### src/design/nibu_pkg.sv
package nibu_pkg;

    // data path widths.
    typedef logic [31:0] word_t;
    typedef logic [4:0]  reg_idx_t;
    typedef logic [9:0]  show_t;
    typedef logic [3:0]  nibble_t;

    // segments run g down to a, lit when high.
    typedef logic [6:0]  seg_t;

    // memory sizes, both memories are word addressed.
    localparam int imem_words = 256;
    localparam int dmem_words = 256;
    typedef logic [7:0] mem_addr_t;

    // supported major opcodes.
    localparam logic [6:0] op_reg  = 7'b0110011;
    localparam logic [6:0] op_imm  = 7'b0010011;
    localparam logic [6:0] op_load = 7'b0000011;

    typedef enum logic [3:0] {
        alu_add,
        alu_sub,
        alu_and,
        alu_or,
        alu_xor,
        alu_slt,
        alu_sll,
        alu_srl,
        alu_sra
    } alu_op_t;

    // dmem set targets the data memory, clear the instruction memory.
    typedef struct packed {
        logic      we;
        logic      dmem;
        mem_addr_t addr;
        word_t     data;
    } load_t;

    typedef struct packed {
        word_t    src1;
        word_t    src2;
        word_t    imm;
        logic     use_imm;
        alu_op_t  alu_op;
        reg_idx_t rd;
        logic     reg_write;
        logic     mem_to_reg;
    } dec_ex_t;

    typedef struct packed {
        word_t    result;
        reg_idx_t rd;
        logic     reg_write;
        logic     mem_to_reg;
    } ex_wb_t;

    // pc_lo sits in the low bits so it is digit 0.
    typedef struct packed {
        nibble_t inst_hi;
        nibble_t inst_lo;
        nibble_t pc_hi;
        nibble_t pc_lo;
    } display_t;

endpackage
### src/design/hex_digit.sv
module hex_digit (
    input  nibu_pkg::nibble_t nibble,
    output nibu_pkg::seg_t    segments
);

    // patterns are gfedcba, lit when high.
    always_comb begin
        case (nibble)
            4'h0: segments = 7'h3f;
            4'h1: segments = 7'h06;
            4'h2: segments = 7'h5b;
            4'h3: segments = 7'h4f;
            4'h4: segments = 7'h66;
            4'h5: segments = 7'h6d;
            4'h6: segments = 7'h7d;
            4'h7: segments = 7'h07;
            4'h8: segments = 7'h7f;
            4'h9: segments = 7'h6f;
            4'ha: segments = 7'h77;
            4'hb: segments = 7'h7c;
            4'hc: segments = 7'h39;
            4'hd: segments = 7'h5e;
            4'he: segments = 7'h79;
            default: segments = 7'h71;
        endcase
    end

endmodule

### config.mk
export PLATFORM = sky130hd
export DESIGN_NAME = hex_digit
export DESIGN_NICKNAME = d
export VERILOG_FILES = /design/src/design/nibu_pkg.sv /design/src/design/hex_digit.sv
export SDC_FILE = /design/constraint.sdc
export NUM_CORES = 1
export LEC_CHECK = 0
export BUFFER_PORTS_ARGS = -buffer_cell sky130_fd_sc_hd__clkbuf_2
export CAP_MARGIN = 30
export CELL_PAD_IN_SITES_DETAIL_PLACEMENT = 1
export CELL_PAD_IN_SITES_GLOBAL_PLACEMENT = 1
export CORE_AREA = 2 2 39 41
export DETAILED_ROUTE_END_ITERATION = 12
export DIE_AREA = 0 0 41 43
export PLACE_DENSITY = 0.5
export SYNTH_ARGS = -nofsm -noshare
export SYNTH_HDL_FRONTEND = slang
export SYNTH_SLANG_ARGS = --single-unit
### constraint.sdc
create_clock -name vclk -period 1.1
set_input_delay 0.055 -clock vclk [all_inputs]
set_output_delay 0.055 -clock vclk [all_outputs]
set_load 0.02 [all_outputs]
==> summary.md <==
| Metric | Value |
|---|---|
| CP max FO | `4` |
| Critical Path RT | `roughly 1.0 ns` |
| Combinational power share | `100.0%` |
| Switch share | `a little over two fifths` |
| Total Wirelength | `about 760 um` |
| First-pass GRT wire length | `1280 um` |
| Final hold violations | `0` |
| Seq pwr share | `0%` |
| Largest net degree at the start of global routing | `13` |
| Area Overhead vs Synth | `126%` |
| Number of distinct library cells after synthesis | `17` |
| Pwr dens | `415 mW/mm2` |
| P_int | `0.000153 W` |
| Worst min-delay path category | `primary input to output pin` |
| Slew HR | `81.1%` |
| Crit path time final | `1.14 ns` |
| Fin Hold WS | `~0.60 ns` |
| Diodes inserted | `0` |
| Antenna violations before repair | `0` |
| Filler cells | `154` |
| Ys Warns | `0` |
| Setup TNS | `-0.0492 ns` |
| Leak pwr | `0.280 nW` |
| Most common cell after layout, fill and taps aside | `buf_4` |
| DRC viols | `0` |
| Crit start category | `primary input` |
| Sequential cell count | `0` |
| Final setup fails | `2` |
| Failing checks | `setup timing` |
| Synthesized Nets | `44` |
| Pre-CTS WS | `-0.182 ns` |
| Total of clock buffers placed in the layout | `0` |
| Height of the chip | `43 um` |
| Outcome | `finished, violations left` |
| Core area | `0.00138 mm2` |
| CP Class | `primary input to output pin` |
| ANT nets after route | `0` |
| Vias in the first global route | `just over 300` |
| DR WL/cell | `10.6 um` |
| Worst-Margin Slew | `0.284 ns` |
| Post-Syn Area | `between 200 and 300 um2` |
| Max Transition Viols Final | `0` |
| Initial Util | `a little over 20%` |
| Synth Area per Inst | `8.72 um2` |
| Worst Setup End Kind | `output pin` |
| Port bufs | `11` |
| Area of the multi-input gates | `~340 um2` |
| Row count | `14` |
| Fmax achieved | `just under 900 MHz` |
| Worst path arrival time | `1.08 ns` |
| RSZ-0062 raised after global routing | `yes` |
| Layout Nets | `68` |
| Syn Inst Count | `33` |
| Reg area | `0 um2` |
| Most frequent cells in the layout | `buf_4, ha_4, buf_6` |
| Detailed Routing Iterations Pass 1 | `2` |
| Post-DP HPWL | `560 um` |
| Hold Buf Count CTS | `0` |
| PnR worst setup slack | `-0.0365 ns` |
| Die width | `between 40 and 50 um` |
| Via count | `321` |
| Psw | `roughly 0.00012 W` |
| Layout cells sized above 1 | `76.4%` |
| Iteration-0 DRC Markers | `2` |
| Peak VDD IR | `~0.15 mV` |
| Max-cap violations | `0` |
| IO Pins | `11` |
| Final period util | `103%` |
| Total die area | `between 0.0015 and 0.002 mm2` |
| GRT Total Usage | `roughly a tenth` |
| Clock Power Share | `0%` |
| Register area share after synthesis | `0%` |
| RD Place Congestion | `0.669` |
| Grt ovf | `0` |
| Via density per instance | `4.52` |
| Fin util | `46.9%` |
## through the flow
stage,power (W),instances,area (um2)
2_1_floorplan,0.000104,33,288
3_3_place_gp,0.000177,71,444
3_5_place_dp,0.000179,71,444
4_1_cts,0.000249,71,608
5_1_grt,0.000289,71,649
6_report,0.000270,71,649
## worst paths after layout
path / startpoint / end / slack [ns] / cells past startpoint
worst min-delay path: nibble[2] / segments[5] / 0.60 / 3
worst max-delay path: nibble[0] / segments[3] / -0.04 / 5
## routing by layer
| metal | global-route usage [%] | vias to the layer above | routed length [um] |
|---|---|---|---|
| met5 | 0 | - | 0 |
| met4 | 0 | 0 | 0 |
| met3 | 0 | 0 | 14 |
| met2 | 17.8 | 4 | 435 |
| met1 | 13.1 | 154 | 307 |
| li1 | - | 163 | - |
## power by group through the flow
stage,logic [W],registers (W),clock network [W]
final,0.000270,0,0
after detailed placement,0.000179,0,0
after CTS,0.000249,0,0
after global routing,0.000289,0,0
after global placement,0.000177,0,0
after floorplan,0.000104,0,0
## cell usage after synthesis
master / n / share of area (%)
ha_1: 7 / 30
inv_1: 5 / 6.5
a21oi_1: 3 / 5.2
mux2_2: 3 / 12
mux2i_1: 2 / 7.0
nor3_1: 2 / 3.5
a31o_1: 1 / 3.0
buf_2: 1 / 1.7
buf_6: 1 / 3.9
mux4_1: 1 / 9.1
nand2_1: 1 / 1.3
nand2b_1: 1 / 2.2
nand3b_1: 1 / 2.6
nor2b_1: 1 / 2.2
o31a_2: 1 / 3.5
o32a_1: 1 / 3.5
or2b_1: 1 / 2.6
## layout make-up
cell class                      instances  share of cell area (%)
Inverter                                5                    4.82
Timing Repair Buffer                   24                    39.7
Tap cell                               16                    3.08
Multi-Input combinational cell         26                    52.4
## critical path, stage by stage
cell	delay, ns
clkbuf_16	0.14
inv_6	0.07
ha_4	0.19
mux4_2	0.47
buf_8	0.15
## logic make-up after synthesis
logic type | Yosys count | share of synthesized area (%)
fa+ha+maj | 7 | 30.4
simple gates | 7 | 14.4
buf+inv | 7 | 12.2
compound gates | 6 | 15.2
mux | 6 | 27.8
## timing repair
| action | in CTS | in global routing |
|---|---|---|
| setup buffers | 0 | 0 |
| pin swaps | 5 | 4 |
| setup endpoints to repair | 7 | 7 |
| gates resized for setup | 36 | 14 |
No activity file was read; power rests on OpenSTA's default activity.
