### src/design/nibu_pkg.sv
package nibu_pkg;

    // data path widths.
    typedef logic [31:0] word_t;
    typedef logic [4:0]  reg_idx_t;
    typedef logic [9:0]  show_t;
    typedef logic [3:0]  nibble_t;

    // segments run g down to a, lit when high.
    typedef logic [6:0]  seg_t;

    // memory sizes, both memories are word addressed.
    localparam int imem_words = 256;
    localparam int dmem_words = 256;
    typedef logic [7:0] mem_addr_t;

    // supported major opcodes.
    localparam logic [6:0] op_reg  = 7'b0110011;
    localparam logic [6:0] op_imm  = 7'b0010011;
    localparam logic [6:0] op_load = 7'b0000011;

    typedef enum logic [3:0] {
        alu_add,
        alu_sub,
        alu_and,
        alu_or,
        alu_xor,
        alu_slt,
        alu_sll,
        alu_srl,
        alu_sra
    } alu_op_t;

    // dmem set targets the data memory, clear the instruction memory.
    typedef struct packed {
        logic      we;
        logic      dmem;
        mem_addr_t addr;
        word_t     data;
    } load_t;

    typedef struct packed {
        word_t    src1;
        word_t    src2;
        word_t    imm;
        logic     use_imm;
        alu_op_t  alu_op;
        reg_idx_t rd;
        logic     reg_write;
        logic     mem_to_reg;
    } dec_ex_t;

    typedef struct packed {
        word_t    result;
        reg_idx_t rd;
        logic     reg_write;
        logic     mem_to_reg;
    } ex_wb_t;

    // pc_lo sits in the low bits so it is digit 0.
    typedef struct packed {
        nibble_t inst_hi;
        nibble_t inst_lo;
        nibble_t pc_hi;
        nibble_t pc_lo;
    } display_t;

endpackage
### src/design/nibu_regfile.sv
module nibu_regfile (
    input  logic               clk,
    input  nibu_pkg::reg_idx_t rs1,
    input  nibu_pkg::reg_idx_t rs2,
    input  nibu_pkg::reg_idx_t rd,
    input  nibu_pkg::word_t    wdata,
    input  logic               we,
    output nibu_pkg::word_t    rs1_data,
    output nibu_pkg::word_t    rs2_data
);
    import nibu_pkg::*;

    word_t regs [32];

    always_ff @(posedge clk) begin
        if (we && rd != '0) begin
            regs[rd] <= wdata;
        end
    end

    // write-through lets decode see a result two instructions back.
    always_comb begin
        if (rs1 == '0) begin
            rs1_data = '0;
        end else if (we && rs1 == rd) begin
            rs1_data = wdata;
        end else begin
            rs1_data = regs[rs1];
        end
    end

    always_comb begin
        if (rs2 == '0) begin
            rs2_data = '0;
        end else if (we && rs2 == rd) begin
            rs2_data = wdata;
        end else begin
            rs2_data = regs[rs2];
        end
    end

endmodule

### config.mk
export PLATFORM = sky130hd
export DESIGN_NAME = nibu_regfile
export DESIGN_NICKNAME = d
export VERILOG_FILES = /design/src/design/nibu_pkg.sv /design/src/design/nibu_regfile.sv
export SDC_FILE = /design/constraint.sdc
export NUM_CORES = 1
export LEC_CHECK = 0
export BUFFER_PORTS_ARGS = -buffer_cell sky130_fd_sc_hd__buf_4
export CORE_ASPECT_RATIO = 0.8
export CORE_MARGIN = 3
export CORE_UTILIZATION = 50
export DETAILED_ROUTE_END_ITERATION = 6
export PLACE_DENSITY = 0.63
export SKIP_CTS_REPAIR_TIMING = 1
export SLEW_MARGIN = 20
export SYNTH_ARGS = -nofsm -noshare
export SYNTH_HDL_FRONTEND = slang
export SYNTH_SLANG_ARGS = --single-unit
export TNS_END_PERCENT = 50
### constraint.sdc
create_clock -name clk -period 3.8 [get_ports clk]
set_input_delay 0.38 -clock clk [delete_from_list [all_inputs] [get_ports clk]]
set_output_delay 0.38 -clock clk [all_outputs]
set_load 0.05 [all_outputs]
==> run metrics <==
IO Pins=113; wire per inst=39.7 um; Power, Total=25.4 mW; Cell variety after synth=53; GPL Wtd Cong=0.897; status=finished, final reports clean; largest stage delay on the critical path=0.81 ns; Slew @ Worst Pin=1.02 ns; clk buf depth=3; initial drt markers=5227; Reg area=30700 um2; Ys Warns=0; Die Width=352 um; nets@finish=2789; fin area=54700 um2; TNS Setup=0 ns; gr ovfl total=0; Biggest register=regs; FMAX=0.272 GHz; asr flop ratio synth=0; GRT Util Overall=0.326; Post-Route WL=162000 um; routed vias=29800; LEAKAGE=17.8 nW; area grow syn2layout=14.2%; TritonCTS Sinks=1024; Synth Instances=2520; number of global-route vias before repair=29400; # fillers=6886; Max-Cap Viols=0; Post-synth EDFFs=1024; first-pass GRT wire length=226000 um; layout cells sized above 1=0.329; Clock Pin Slew Worst Setup and Hold Paths=0.06 ns; Period minus WS final=3.68 ns; Worst Setup SP=rs1[2]; crit start category=primary input; Util after Layout=0.582; Mean Syn Cell Area=19.0 um2; #FFs+latches synth=1024; First-pass DRT Iterations=6; largest net degree at the start of global routing=83; number of flip-flops in the largest register=1024; CTS root buf=clkbuf_16; DRC viols=0; Power Dens Cells=465 nW/um2; worst relative slew slack=0.320; setup violators final=0; HPWL Detailed=96600 um; die area=99500 um2; Routed Antenna Nets=0; hold violation total from the final report=0; initial core utilization=0.509; crit path DAT=3.30 ns; prevailing post-synth register cell=edfxtp_1; Setup crit end kind=output port; cell repeated most along the worst path=buf_4; DIE HEIGHT=283 um; # port buffers=112; sequential area share after synthesis=0.642; slowest CP cell=or3b_2; area used by multi-input combinational logic=16400 um2; CP endpoint=rs1_data[0]; period utilization=0.968; mapped cell area=47900 um2; peak ir drop on the vdd network=0.361 mV; Min-Delay Path Class=in2reg; number of H-tree levels=3; DR vias/cell=7.29; initial antenna violation count=12; worst setup path category=in2out; crit-path max FO=16; Worst Path Required=3.42 ns; biggest regs=regs: 1024 flops; CTS buffer count=103; RSZ-0062 raised after global routing=false; CP Cell Sequence=buf_4, or3b_2, buf_4, o221ai_1, a221oi_1, o31ai_1, buf_4, buf_4; num rows=100; Slew Limit Fails=0; CTS tree=done; core area=94000 um2; area post-placement=51500 um2
## report_power, final
part | internal, mW | total (mW) | switching, mW
logic | 1.05 | 2.86 | 1.81
clock network | 5.58 | 9.88 | 4.29
registers | 12.6 | 12.7 | 0.0705
total | 19.2 | 25.4 | 6.17
## logic make-up after synthesis
| family | after synthesis | synth area share |
|---|---|---|
| DFF | 1024 | 0.642 |
| muxes | 657 | 0.247 |
| AOI/OAI and AO/OA | 415 | 0.0644 |
| buffers and inverters | 211 | 0.0243 |
| and+or+nand+nor | 202 | 0.0199 |
| xor gates and xnor gates | 10 | 0.00183 |
| other | 1 | 0.0000783 |
## cells in the final DEF (no fill, tap or decap), types with 9 or more instances in the layout
master,count
nor2b_1,11
o22ai_1,41
clkbuf_1,29
nand2_1,58
clkbuf_16,107
a22o_1,48
clkinv_1,18
nor2_4,32
xnor2_1,10
a221oi_1,27
mux2i_1,210
a2111oi_0,25
nand4_1,9
a211oi_1,19
mux4_2,417
a21o_1,13
o21ai_0,37
o221ai_1,30
o31ai_1,11
clkinv_2,10
nand3b_1,9
a21oi_1,41
edfxtp_1,1024
conb_1,32
mux2_2,30
buf_4,247
buf_12,42
a22oi_1,81
nor2_1,41
## critical path, delay by kind of cell
family,cells,cell delay (ns)
buf+inv,4,1.03
simple gates,1,0.81
compound gates,3,1.04
## worst min-delay path by stage
stage	end	startpoint	slack (ns)	cells past startpoint
after floorplan	regs[0][0]	wdata[0]	0.48	0
after global placement	regs[29][25]	wdata[25]	0.79	1
after detailed placement	regs[31][10]	wdata[10]	0.81	1
after CTS	regs[31][5]	wdata[5]	0.06	1
after global routing	regs[23][25]	wdata[25]	0.08	1
final	regs[31][10]	wdata[10]	0.1	1
## Yosys cell counts, types with 2 or more instances
cell type / n / area share
a2111oi_0: 25 / 0.0046
a221oi_1: 27 / 0.0049
buf_2: 60 / 0.0063
buf_6: 19 / 0.0045
a31oi_1: 6 / 0.00078
o22ai_1: 41 / 0.0054
nand3b_1: 9 / 0.0014
a311oi_1: 5 / 0.00091
nor2_1: 74 / 0.0058
a22oi_1: 81 / 0.013
edfxtp_1: 1024 / 0.64
and2_1: 6 / 0.00078
mux2i_1: 210 / 0.044
o311ai_0: 2 / 0.00037
xnor2_1: 10 / 0.0018
a21oi_1: 41 / 0.0043
o22a_1: 7 / 0.0013
buf_4: 38 / 0.0060
nand4_1: 9 / 0.0012
a21o_1: 13 / 0.0020
o21ai_0: 38 / 0.0040
buf_1: 13 / 0.0010
nor3_1: 5 / 0.00052
a211o_1: 5 / 0.00091
nand3_1: 7 / 0.00073
or3b_2: 6 / 0.0011
o31ai_1: 11 / 0.0017
o221ai_1: 30 / 0.0055
or2_2: 2 / 0.00026
o2111ai_1: 7 / 0.0013
nor2b_1: 17 / 0.0022
a22o_1: 48 / 0.0088
clkbuf_1: 78 / 0.0061
nand2_1: 58 / 0.0045
nand2b_1: 3 / 0.00039
mux4_2: 417 / 0.20
mux2_2: 30 / 0.0071
inv_1: 2 / 0.00016
or3_1: 4 / 0.00052
a211oi_1: 19 / 0.0030
## metal layers
| layer | part of all wire | GRT usage |
|---|---|---|
| met5 | 0.00063 | 0 |
| met4 | 0.035 | 0.109 |
| met3 | 0.15 | 0.111 |
| met2 | 0.44 | 0.475 |
| met1 | 0.38 | 0.466 |
## stage by stage
| step | setup slack (ns) | cells | hold WS (ns) |
|---|---|---|---|
| after floorplan | 0.619 | 2551 | 0.479 |
| after global placement | 0.264 | 3910 | 0.790 |
| after detailed placement | 0.266 | 3910 | 0.807 |
| after CTS | 0.250 | 4087 | 0.0647 |
| after global routing | 0.192 | 4088 | 0.0781 |
| final | 0.121 | 4091 | 0.0996 |
## layout make-up
class / instances / area share
Timing Repair Buffer: 293 / 0.0504
Inverter: 2 / 0.000137
Multi-Input combinational cell: 1316 / 0.300
Antenna cell: 4 / 0.000183
Sequential cell: 1024 / 0.563
Clock buffer: 136 / 0.0510
Tap cell: 1275 / 0.0292
Clock inverter: 41 / 0.00691
No activity file was read; power rests on OpenSTA's default activity.
