$ cat src/design/nibu_pkg.sv
package nibu_pkg;

    // data path widths.
    typedef logic [31:0] word_t;
    typedef logic [4:0]  reg_idx_t;
    typedef logic [9:0]  show_t;
    typedef logic [3:0]  nibble_t;

    // segments run g down to a, lit when high.
    typedef logic [6:0]  seg_t;

    // memory sizes, both memories are word addressed.
    localparam int imem_words = 256;
    localparam int dmem_words = 256;
    typedef logic [7:0] mem_addr_t;

    // supported major opcodes.
    localparam logic [6:0] op_reg  = 7'b0110011;
    localparam logic [6:0] op_imm  = 7'b0010011;
    localparam logic [6:0] op_load = 7'b0000011;

    typedef enum logic [3:0] {
        alu_add,
        alu_sub,
        alu_and,
        alu_or,
        alu_xor,
        alu_slt,
        alu_sll,
        alu_srl,
        alu_sra
    } alu_op_t;

    // dmem set targets the data memory, clear the instruction memory.
    typedef struct packed {
        logic      we;
        logic      dmem;
        mem_addr_t addr;
        word_t     data;
    } load_t;

    typedef struct packed {
        word_t    src1;
        word_t    src2;
        word_t    imm;
        logic     use_imm;
        alu_op_t  alu_op;
        reg_idx_t rd;
        logic     reg_write;
        logic     mem_to_reg;
    } dec_ex_t;

    typedef struct packed {
        word_t    result;
        reg_idx_t rd;
        logic     reg_write;
        logic     mem_to_reg;
    } ex_wb_t;

    // pc_lo sits in the low bits so it is digit 0.
    typedef struct packed {
        nibble_t inst_hi;
        nibble_t inst_lo;
        nibble_t pc_hi;
        nibble_t pc_lo;
    } display_t;

endpackage
$ cat src/design/nibu_decode.sv
module nibu_decode (
    input  logic               clk,
    input  logic               reset,
    input  nibu_pkg::word_t    inst,
    input  nibu_pkg::word_t    rs1_data,
    input  nibu_pkg::word_t    rs2_data,
    output nibu_pkg::reg_idx_t rs1,
    output nibu_pkg::reg_idx_t rs2,
    output nibu_pkg::dec_ex_t  dec_ex
);
    import nibu_pkg::*;

    logic [6:0] opcode;
    logic [2:0] funct3;
    logic       funct7_5;
    logic       reg_write;
    logic       use_imm;
    logic       mem_to_reg;
    logic       op_ok;
    logic       inst_valid;
    alu_op_t    alu_op;
    word_t      imm;
    dec_ex_t    dec_next;

    assign opcode   = inst[6:0];
    assign funct3   = inst[14:12];
    assign funct7_5 = inst[30];
    assign rs1      = inst[19:15];
    assign rs2      = inst[24:20];
    assign imm      = {{20{inst[31]}}, inst[31:20]};

    always_comb begin
        reg_write  = 1'b0;
        use_imm    = 1'b0;
        mem_to_reg = 1'b0;
        case (opcode)
            op_reg: begin
                reg_write = 1'b1;
            end
            op_imm: begin
                reg_write = 1'b1;
                use_imm   = 1'b1;
            end
            op_load: begin
                reg_write  = 1'b1;
                use_imm    = 1'b1;
                mem_to_reg = 1'b1;
            end
            default: begin
                reg_write = 1'b0;
            end
        endcase
    end

    // lw always adds; immediates never pick sub but shifts keep bit 30.
    always_comb begin
        op_ok  = 1'b1;
        alu_op = alu_add;
        if (opcode != op_load) begin
            case (funct3)
                3'b000:  alu_op = (opcode == op_reg && funct7_5) ? alu_sub : alu_add;
                3'b001:  alu_op = alu_sll;
                3'b010:  alu_op = alu_slt;
                3'b100:  alu_op = alu_xor;
                3'b101:  alu_op = funct7_5 ? alu_sra : alu_srl;
                3'b110:  alu_op = alu_or;
                3'b111:  alu_op = alu_and;
                default: op_ok  = 1'b0;
            endcase
        end
    end

    always_comb begin
        dec_next.src1       = rs1_data;
        dec_next.src2       = rs2_data;
        dec_next.imm        = imm;
        dec_next.use_imm    = use_imm;
        dec_next.alu_op     = alu_op;
        dec_next.rd         = inst[11:7];
        dec_next.reg_write  = reg_write && op_ok && inst_valid;
        dec_next.mem_to_reg = mem_to_reg && inst_valid;
    end

    // the word fetched during reset is not an instruction to run.
    always_ff @(posedge clk) begin
        if (reset) begin
            inst_valid <= 1'b0;
            dec_ex     <= '0;
        end else begin
            inst_valid <= 1'b1;
            dec_ex     <= dec_next;
        end
    end

    known_alu_op: assert property (
        @(posedge clk) disable iff (reset)
        dec_ex.reg_write |-> !$isunknown(dec_ex.alu_op)
    ) else $error("writing instruction with unknown alu op");

endmodule

$ cat config.mk
export PLATFORM = sky130hd
export DESIGN_NAME = nibu_decode
export DESIGN_NICKNAME = d
export VERILOG_FILES = /design/src/design/nibu_pkg.sv /design/src/design/nibu_decode.sv
export SDC_FILE = /design/constraint.sdc
export NUM_CORES = 1
export LEC_CHECK = 0
export ABC_AREA = 1
export BUFFER_PORTS_ARGS = -buffer_cell sky130_fd_sc_hd__buf_2
export CAP_MARGIN = 20
export CELL_PAD_IN_SITES_DETAIL_PLACEMENT = 1
export CELL_PAD_IN_SITES_GLOBAL_PLACEMENT = 1
export CORE_ASPECT_RATIO = 0.6
export CORE_MARGIN = 2
export CORE_UTILIZATION = 28
export CTS_BUF_LIST = sky130_fd_sc_hd__clkbuf_4 sky130_fd_sc_hd__clkbuf_8
export CTS_CLUSTER_DIAMETER = 120
export CTS_CLUSTER_SIZE = 12
export DETAILED_ROUTE_END_ITERATION = 10
export PLACE_DENSITY = 0.8
export SYNTH_ARGS = -nofsm -noshare
export SYNTH_HDL_FRONTEND = slang
export SYNTH_SLANG_ARGS = --single-unit
$ cat constraint.sdc
create_clock -name clk -period 1.1 [get_ports clk]
set_input_delay 0.055 -clock clk [delete_from_list [all_inputs] [get_ports clk]]
set_output_delay 0.055 -clock clk [all_outputs]
set_load 0.03 [all_outputs]
==> out/results.tsv, run 1 <==
metric	value	unit
CTS tree	done	
IO Count	216	
max-cap violation count	0	
Seq/Total Area, Yosys	61.46	%
RSZ-0062 raised after global routing	yes	
crit start category	register	
Core Util, Final	51.09	%
Compound-Gate Fraction of Synth Area	0.9927	%
Slew HR	82.27	%
Post-Synth Simple-Gate Area	15.84	%
final net count	702	
GPL Wtd Cong	0.7581	
top cell type's share of synthesized area	61.46	%
#FFs+latches synth	89	
commonest cells in the netlist	nor2_1, dfxtp_1, inv_1	
DR top layer	met4	
xor/xnor share of the synthesized area	0	%
FILL cells	1219	
CTS clk-pin slew, worst paths	100	ps
row count	28	
Final Cell Area	0.005084	mm^2
detailed-routing wirelength on met1	3877	um
main combinational cell family by area after synthesis	buffers and inverters	
Crit Path Class	reg2out	
Post-synth EDFFs	0	
Mapped Nets	437	
post-synthesis mux area share	0	%
cell-internal power	5.288	mW
Period minus WS final	1094	ps
I/O Buffers	205	
Netlist cell types	18	
DR pass1 iterations	4	
Crit Path Max Fanout	11	
grt total ovfl	0	
Power, Total	7.391	mW
Fmax	913.8	MHz
TritonCTS Buffers	9	
post-synth top area cell	dfxtp_1	
Net Sw Frac	28.46	%
Slew Limit Fails	0	
first-pass GRT wire length	15680	um
DP HPWL	6339	um
worst vdd ir	0.7620	mV
final period utilization	99.49	%
Post-DP Area	0.003835	mm^2
Clock Skew	9.802	ps
critical path endpoint category	primary output	
number of global-route vias before repair	3168	
Avg Synthesized Cell Area	8.552	um^2
Synth Warn #	0	
total wire length	10960	um
Root Buffer	clkbuf_8	
layout cells sized above 1	38.10	%
Post-Syn Area	0.002899	mm^2
Synth Area in Adders	0	%
Chip Height	82.82	um
Clk pwr share	34.1	%
Top FF cell, synth	dfxtp_1	
clock latency on the worst-skew pair	350	ps
initial DRC count	37	
Post-Synthesis Cells	339	
Least-Margin Pin Slew	266.0	ps
DIE WIDTH	135.4	um
via-per-instance ratio	3.981	
Pwr Density	1454	mW/mm^2
initial antenna violation count	2	
P_sw	2.103	mW
reg2reg setup slack	470	ps
metal2 WL	6012	um
Die ar.	0.01121	mm^2
Leakage	2.870	nW
Area growth, synth to finish	75.36	%
total track usage	18.08	%
Clock Sinks	89	
arrival time worst endpoint	1040	ps
Post-route DRC	0	
ys async rst share	0	%
H-tree depth	3	
leading post-synthesis cells by cell area	dfxtp_1, nor2_1, inv_1	
wire per inst	14.70	um
largest net degree at the start of global routing	55	
Hold Path Class	in2reg	
Initial Util	29.14	%
status	completed	
cell with the most instances after synthesis	nor2_1	
sequential share of power	46.5	%
total core area	0.009950	mm^2
Antenna Nets Post-Route	0	
via count	2970	
Fin. Hold Viols	0	
metal3 WL	848	um
Req. time, crit path	1040	ps
Final setup viols	0	
Logic pwr share	19.4	%
Max clock buf depth	2	
[layout make-up]
cell class / instances / area [um^2] / share of cell area [%]
Sequential cell: 89 / 1785 / 35.12
Tap cell: 135 / 168.9 / 3.323
Multi-Input combinational cell: 120 / 488.0 / 9.599
Timing Repair Buffer: 293 / 2069 / 40.71
Clock inverter: 7 / 101.3 / 1.994
Clock buffer: 9 / 123.9 / 2.437
Inverter: 91 / 341.6 / 6.719
Antenna cell: 2 / 5.005 / 0.09845
[path summary, 6_finish.rpt]
check | endpoint | from | cells past startpoint
worst max-delay path | dec_ex[31] | dec_ex[23] | 2
worst min-delay path | dec_ex[11] | inst[2] | 4
worst max register to register | dec_ex[1] | inst_valid | 4
worst min register to register | dec_ex[0] | inst_valid | 2
[metal layers]
layer  up-vias  track usage [%]
met5         -                0
met4         0            5.114
met3        17            6.471
met2       121            35.86
met1      1392            17.35
li1       1440                -
[logic make-up after synthesis]
family,after synthesis
AO/OA/AOI/OAI,5
AND/OR/NAND/NOR,115
buffers and inverters,130
flip-flops,89
[what timing repair did]
action / 4_1_cts / 5_1_grt
gates resized for setup: 1 / 71
endpoints found under the setup margin: 21 / 21
hold endpoints to repair: 84 / 0
hold buffers: 84 / 0
buffers inserted: 0 / 2
[sequential cells by signal, summed over array words and instances, names as in the netlist]
| name | count |
|---|---|
| dec_ex | 88 |
| inst_valid | 1 |
[through the flow]
stage          instances  hold WS [ps]  setup WS (ps)  TNS [ps]
6_report             746         40.34          5.615         0
4_1_cts              742         9.015         -15.55    -237.9
3_3_place_gp         642         110.2          332.4         0
5_1_grt              746         21.89         -45.04    -798.5
2_1_floorplan        339         134.4          247.3         0
3_5_place_dp         642         110.2          303.4         0
[worst max-delay path, cell delays in order (launching register included)]
cell     delay (ps)
dfxtp_4         390
buf_12          150
buf_6           140
[layout by cell type, fill, tap and decap left out, types with 2 or more instances in the layout]
master and instances:
buf_6 20, inv_6 3, inv_2 2, nor2_1 93, nor2_2 2, dfxtp_1 88, buf_12 3, buf_2 184
o21ai_0 2, inv_1 89, diode_2 2, clkbuf_8 9, nand3_1 6, clkinvlp_4 2, dlygate4sd3_1 84, bufinv_16 2
nand2_1 8, nor3_1 2
[power groups by stage]
stage          combinational, mW  sequential, mW  clock, mW
3_3_place_gp                1.06            3.50          0
4_1_cts                     1.32            3.44       2.60
2_1_floorplan              0.406            3.85          0
5_1_grt                     1.53            3.45       2.74
6_report                    1.43            3.44       2.52
3_5_place_dp                1.08            3.51          0
Note: power is estimated with default switching activity, not from simulation.
==> inputs of run 2 (changes only) <==
--- a/config.mk
+++ b/config.mk
@@ -6,7 +6,7 @@
 export NUM_CORES = 1
 export LEC_CHECK = 0
 export ABC_AREA = 1
-export BUFFER_PORTS_ARGS = -buffer_cell sky130_fd_sc_hd__buf_2
+export BUFFER_PORTS_ARGS = -buffer_cell sky130_fd_sc_hd__buf_4
 export CAP_MARGIN = 20
 export CELL_PAD_IN_SITES_DETAIL_PLACEMENT = 1
 export CELL_PAD_IN_SITES_GLOBAL_PLACEMENT = 1
@@ -18,6 +18,7 @@
 export CTS_CLUSTER_SIZE = 12
 export DETAILED_ROUTE_END_ITERATION = 10
 export PLACE_DENSITY = 0.8
+export REMOVE_ABC_BUFFERS = 1
 export SYNTH_ARGS = -nofsm -noshare
 export SYNTH_HDL_FRONTEND = slang
 export SYNTH_SLANG_ARGS = --single-unit
==> out/results.tsv, run 2 (synthesis gave the netlist of run 1 again) <==
metric	value	unit
Crit path max-delay family	flip-flops	
Slew HR	73.20	%
Fin. Hold Viols	0	
wire per inst	14.83	um
Req. time, crit path	1040	ps
Core Util, Final	55.03	%
RSZ-0062 raised after global routing	yes	
layout cells sized above 1	38.16	%
via-per-instance ratio	3.958	
DR pass1 iterations	2	
Fmax	933.9	MHz
Slew Limit Fails	0	
Antenna Nets Post-Route	0	
Final setup viols	0	
P_sw	2.079	mW
grt total ovfl	0	
Critical Path, Cell by Cell	buf_12 -> buf_6	
via count	2941	
CP max stage delay	380	ps
Chip Height	82.82	um
Crit Path Max Fanout	11	
Clock Sinks	89	
n_diodes	0	
DP HPWL	6642	um
CP bufs+invs	2	
total track usage	19.22	%
final period utilization	97.34	%
initial DRC count	55	
total wire length	11020	um
critical path endpoint category	primary output	
Die ar.	0.01121	mm^2
number of global-route vias before repair	3235	
worst vdd ir	0.7265	mV
Post CTS Setup Buffer Count	0	
Root Buffer	clkbuf_8	
initial antenna violation count	0	
I/O Buffers	205	
commonest non-fill, non-tap cell in the layout	buf_4	
Clk pwr share	28.5	%
total core area	0.009950	mm^2
Pwr Density	1296	mW/mm^2
Hold Path Class	in2reg	
largest net degree at the start of global routing	47	
crit start category	register	
CTS tree	done	
Power, Total	7.095	mW
arrival time worst endpoint	1020	ps
Period minus WS final	1071	ps
status	completed	
Logic pwr share	22.9	%
top flop regs	dec_ex x88, inst_valid x1	
IO Count	216	
row count	28	
first-pass GRT wire length	16530	um
DIE WIDTH	135.4	um
Area growth, synth to finish	88.86	%
Clock Skew	2.582	ps
Initial Util	29.14	%
max-cap violation count	0	
max reg flops	88	
Leakage	2.950	nW
CTS clk-pin slew, worst paths	90	ps
GPL Wtd Cong	0.7798	
Net Sw Frac	29.30	%
H-tree depth	3	
final net count	701	
Crit Path Class	reg2out	
CP max stage cell	dfxtp_4	
cell-internal power	5.016	mW
Max clock buf depth	2	
Post-route DRC	0	
most frequent cells in the layout	buf_4, nor2_1, inv_1	
TritonCTS Buffers	9	
Least-Margin Pin Slew	402.0	ps
clock latency on the worst-skew pair	350	ps
Largest Register	dec_ex	
sequential share of power	48.6	%
==> run 2: final timing paths <==
kind | from | endpoint | slack [ps] | cells after the start
worst max-delay path | dec_ex[23] | dec_ex[26] | 30 | 2
worst min register to register | inst_valid | dec_ex[0] | 460 | 2
worst min-delay path | inst[2] | dec_ex[11] | 20 | 4
worst max register to register | inst_valid | dec_ex[1] | 460 | 4
==> run 2: tightest hold or removal path: cells and delay by family <==
kind | cells | cell delay, ps
simple gates | 3 | 190
buf+inv | 1 | 80
==> run 2: area by class of cell <==
cell class,instances,area (um^2)
clock buffer,10,131.4
timing repair buffer,292,2516
tap,135,168.9
fill,1153,4474
clock inverter,6,43.79
multi-input combinational,120,488.0
sequential,89,1785
inverter,91,341.6
==> run 2: metal layers <==
layer,share of wire [%],up-vias,track usage [%]
met1,37,1364,19.64
met3,7.5,13,7.387
met5,0,-,0
li1,-,1437,-
met2,54,127,36.78
met4,1.1,0,4.451
==> run 2: repair_timing <==
action | in CTS | in global routing
setup endpoints to repair | 21 | 21
hold buffers | 83 | 0
hold endpoints to repair | 82 | 0
cloned | 1 | 0
gates resized for setup | 4 | 26
==> run 2: stage by stage <==
| stage | setup TNS [ps] | hold WS (ps) | instances | setup WS, ps | cell area, um^2 |
|---|---|---|---|---|---|
| after floorplan | -68840 | 110.0 | 300 | -3278 | 2611 |
| after global placement | 0 | 110.3 | 643 | 225.3 | 4354 |
| final | 0 | 23.71 | 743 | 29.24 | 5475 |
| after global routing | -436.2 | 16.22 | 743 | -27.05 | 5475 |
| after detailed placement | 0 | 110.3 | 643 | 183.8 | 4354 |
| after CTS | 0 | 2.932 | 743 | 3.350 | 5376 |
==> run 2: power groups by stage <==
stage	sequential [mW]	combinational (mW)	clock, mW
finish	3.45	1.63	2.02
global route	3.46	1.72	2.25
CTS	3.44	1.56	2.13
detailed placement	3.52	1.31	0
global placement	3.51	1.28	0
floorplan	3.93	0.155	0
==> inputs of run 3 (changes only) <==
--- a/config.mk
+++ b/config.mk
@@ -17,6 +17,7 @@
 export CTS_CLUSTER_DIAMETER = 120
 export CTS_CLUSTER_SIZE = 12
 export DETAILED_ROUTE_END_ITERATION = 10
+export HOLD_SLACK_MARGIN = 0.08
 export PLACE_DENSITY = 0.8
 export REMOVE_ABC_BUFFERS = 1
 export SYNTH_ARGS = -nofsm -noshare
==> out/results.tsv, run 3 (synthesis gave the netlist of run 1 again) <==
metric	value	unit
status	completed	
commonest non-fill, non-tap cell in the layout	buf_4	
first-pass GRT wire length	17490	um
most frequent cells in the layout	buf_4, nor2_1, dlygate4sd3_1	
total wire length	11380	um
CTS clk-pin slew, worst paths	100	ps
Post-DP Area	0.004354	mm^2
final net count	708	
Slew Limit Fails	0	
number of global-route vias before repair	3317	
largest net degree at the start of global routing	47	
Pwr Density	1301	mW/mm^2
arrival time worst endpoint	1010	ps
worst vdd ir	0.7360	mV
IO Count	216	
initial antenna violation count	0	
DIE WIDTH	135.4	um
DR pass1 iterations	4	
TritonCTS Buffers	9	
area of the multi-input gates	490.5	um^2
layout cells sized above 1	37.89	%
wire per inst	15.17	um
Area growth, synth to finish	88.22	%
Setup TNS	0	ps
top flop regs	dec_ex x88, inst_valid x1	
RSZ-0062 raised after global routing	yes	
Period minus WS final	1064	ps
GPL Wtd Cong	0.7798	
critical path endpoint category	primary output	
placed insts	643	
FF+latch area	0.001783	mm^2
H-tree depth	3	
Clock Skew	3.085	ps
Post CTS Setup Buffer Count	0	
total track usage	20.29	%
Clock Sinks	89	
Final Cell Area	0.005456	mm^2
row count	28	
Fmax	939.7	MHz
Cell Count, Final, Fillers Out	750	
Crit Path Class	reg2out	
Chip Height	82.82	um
max reg flops	88	
Fin. Hold Viols	0	
WHS	107.3	ps
max-cap violation count	0	
Req. time, crit path	1040	ps
Largest Register	dec_ex	
Die ar.	0.01121	mm^2
n_diodes	0	
Final setup viols	0	
DP HPWL	6642	um
grt total ovfl	0	
clock latency on the worst-skew pair	340	ps
Initial Util	29.14	%
Root Buffer	clkbuf_8	
final period utilization	96.74	%
via count	2972	
Antenna Nets Post-Route	0	
Crit Path Max Fanout	11	
total core area	0.009950	mm^2
Least-Margin Pin Slew	403.8	ps
Hold Path Class	in2reg	
CTS tree	done	
via-per-instance ratio	3.963	
Max clock buf depth	2	
initial DRC count	56	
Post-route DRC	0	
crit start category	register	
Slew HR	73.08	%
FILL cells	1164	
I/O Buffers	205	
Leakage	2.955	nW
-- run 3: changes by cell type in the layout (fill, tap and decap cells not counted) --
| cell | previous run | this run |
|---|---|---|
| buf_4 | 185 | 204 |
| dfxtp_4 | 1 | 0 |
| buf_6 | 21 | 4 |
| dfxtp_2 | 0 | 1 |
| buf_12 | 3 | 1 |
| nor2_1 | 93 | 92 |
| dlygate4sd3_1 | 83 | 90 |
| nor2_2 | 2 | 3 |
-- run 3: area by class of cell --
type                            count  share of cell area, %
Inverter                           91                  6.260
Clock buffer                       10                  2.408
Tap cell                          135                  3.096
Sequential cell                    89                  32.68
Multi-Input combinational cell    120                  8.989
Clock inverter                      6                 0.8026
Timing Repair Buffer              299                  45.77
-- run 3: per-layer routing --
metal / routed length, um / GRT usage (%)
met2: 6156 / 39.22
met3: 875 / 7.204
met5: 0 / 0
met1: 4298 / 21.27
met4: 47 / 3.409
-- run 3: worst max-delay path, stage by stage (launching register included) --
cell and delay (ps):
dfxtp_2 360, buf_6 140, buf_4 170
-- run 3: final timing paths --
check / startpoint / endpoint / slack (ps) / cells after the start
hold reg to reg: inst_valid / dec_ex[0] / 460 / 2
setup / recovery: dec_ex[23] / dec_ex[26] / 40 / 2
hold / removal: reset / dec_ex[101] / 110 / 2
setup reg to reg: inst_valid / dec_ex[1] / 440 / 4
-- run 3: report_power, final --
| group | internal, mW | leakage (nW) | switching [mW] |
|---|---|---|---|
| combinational | 0.765 | 2.14 | 0.847 |
| clock | 0.850 | 0.0783 | 1.18 |
| sequential | 3.39 | 0.741 | 0.0605 |
| total | 5.00 | 2.96 | 2.09 |
-- run 3: metrics by stage --
stage | power [mW] | setup slack (ps) | utilization [%]
after detailed placement | 4.826 | 183.8 | 43.76
final | 7.097 | 35.88 | 54.84
after floorplan | 4.088 | -3278 | -
after CTS | 7.153 | 3.350 | 54.94
after global routing | 7.450 | -32.74 | 54.84
after global placement | 4.788 | 225.3 | 43.76
-- run 3: what timing repair did --
action,in CTS,in global routing
gates resized for setup,4,3
setup endpoints to repair,21,24
endpoints found under the hold margin,85,0
hold buffers,92,0
cloned,1,0
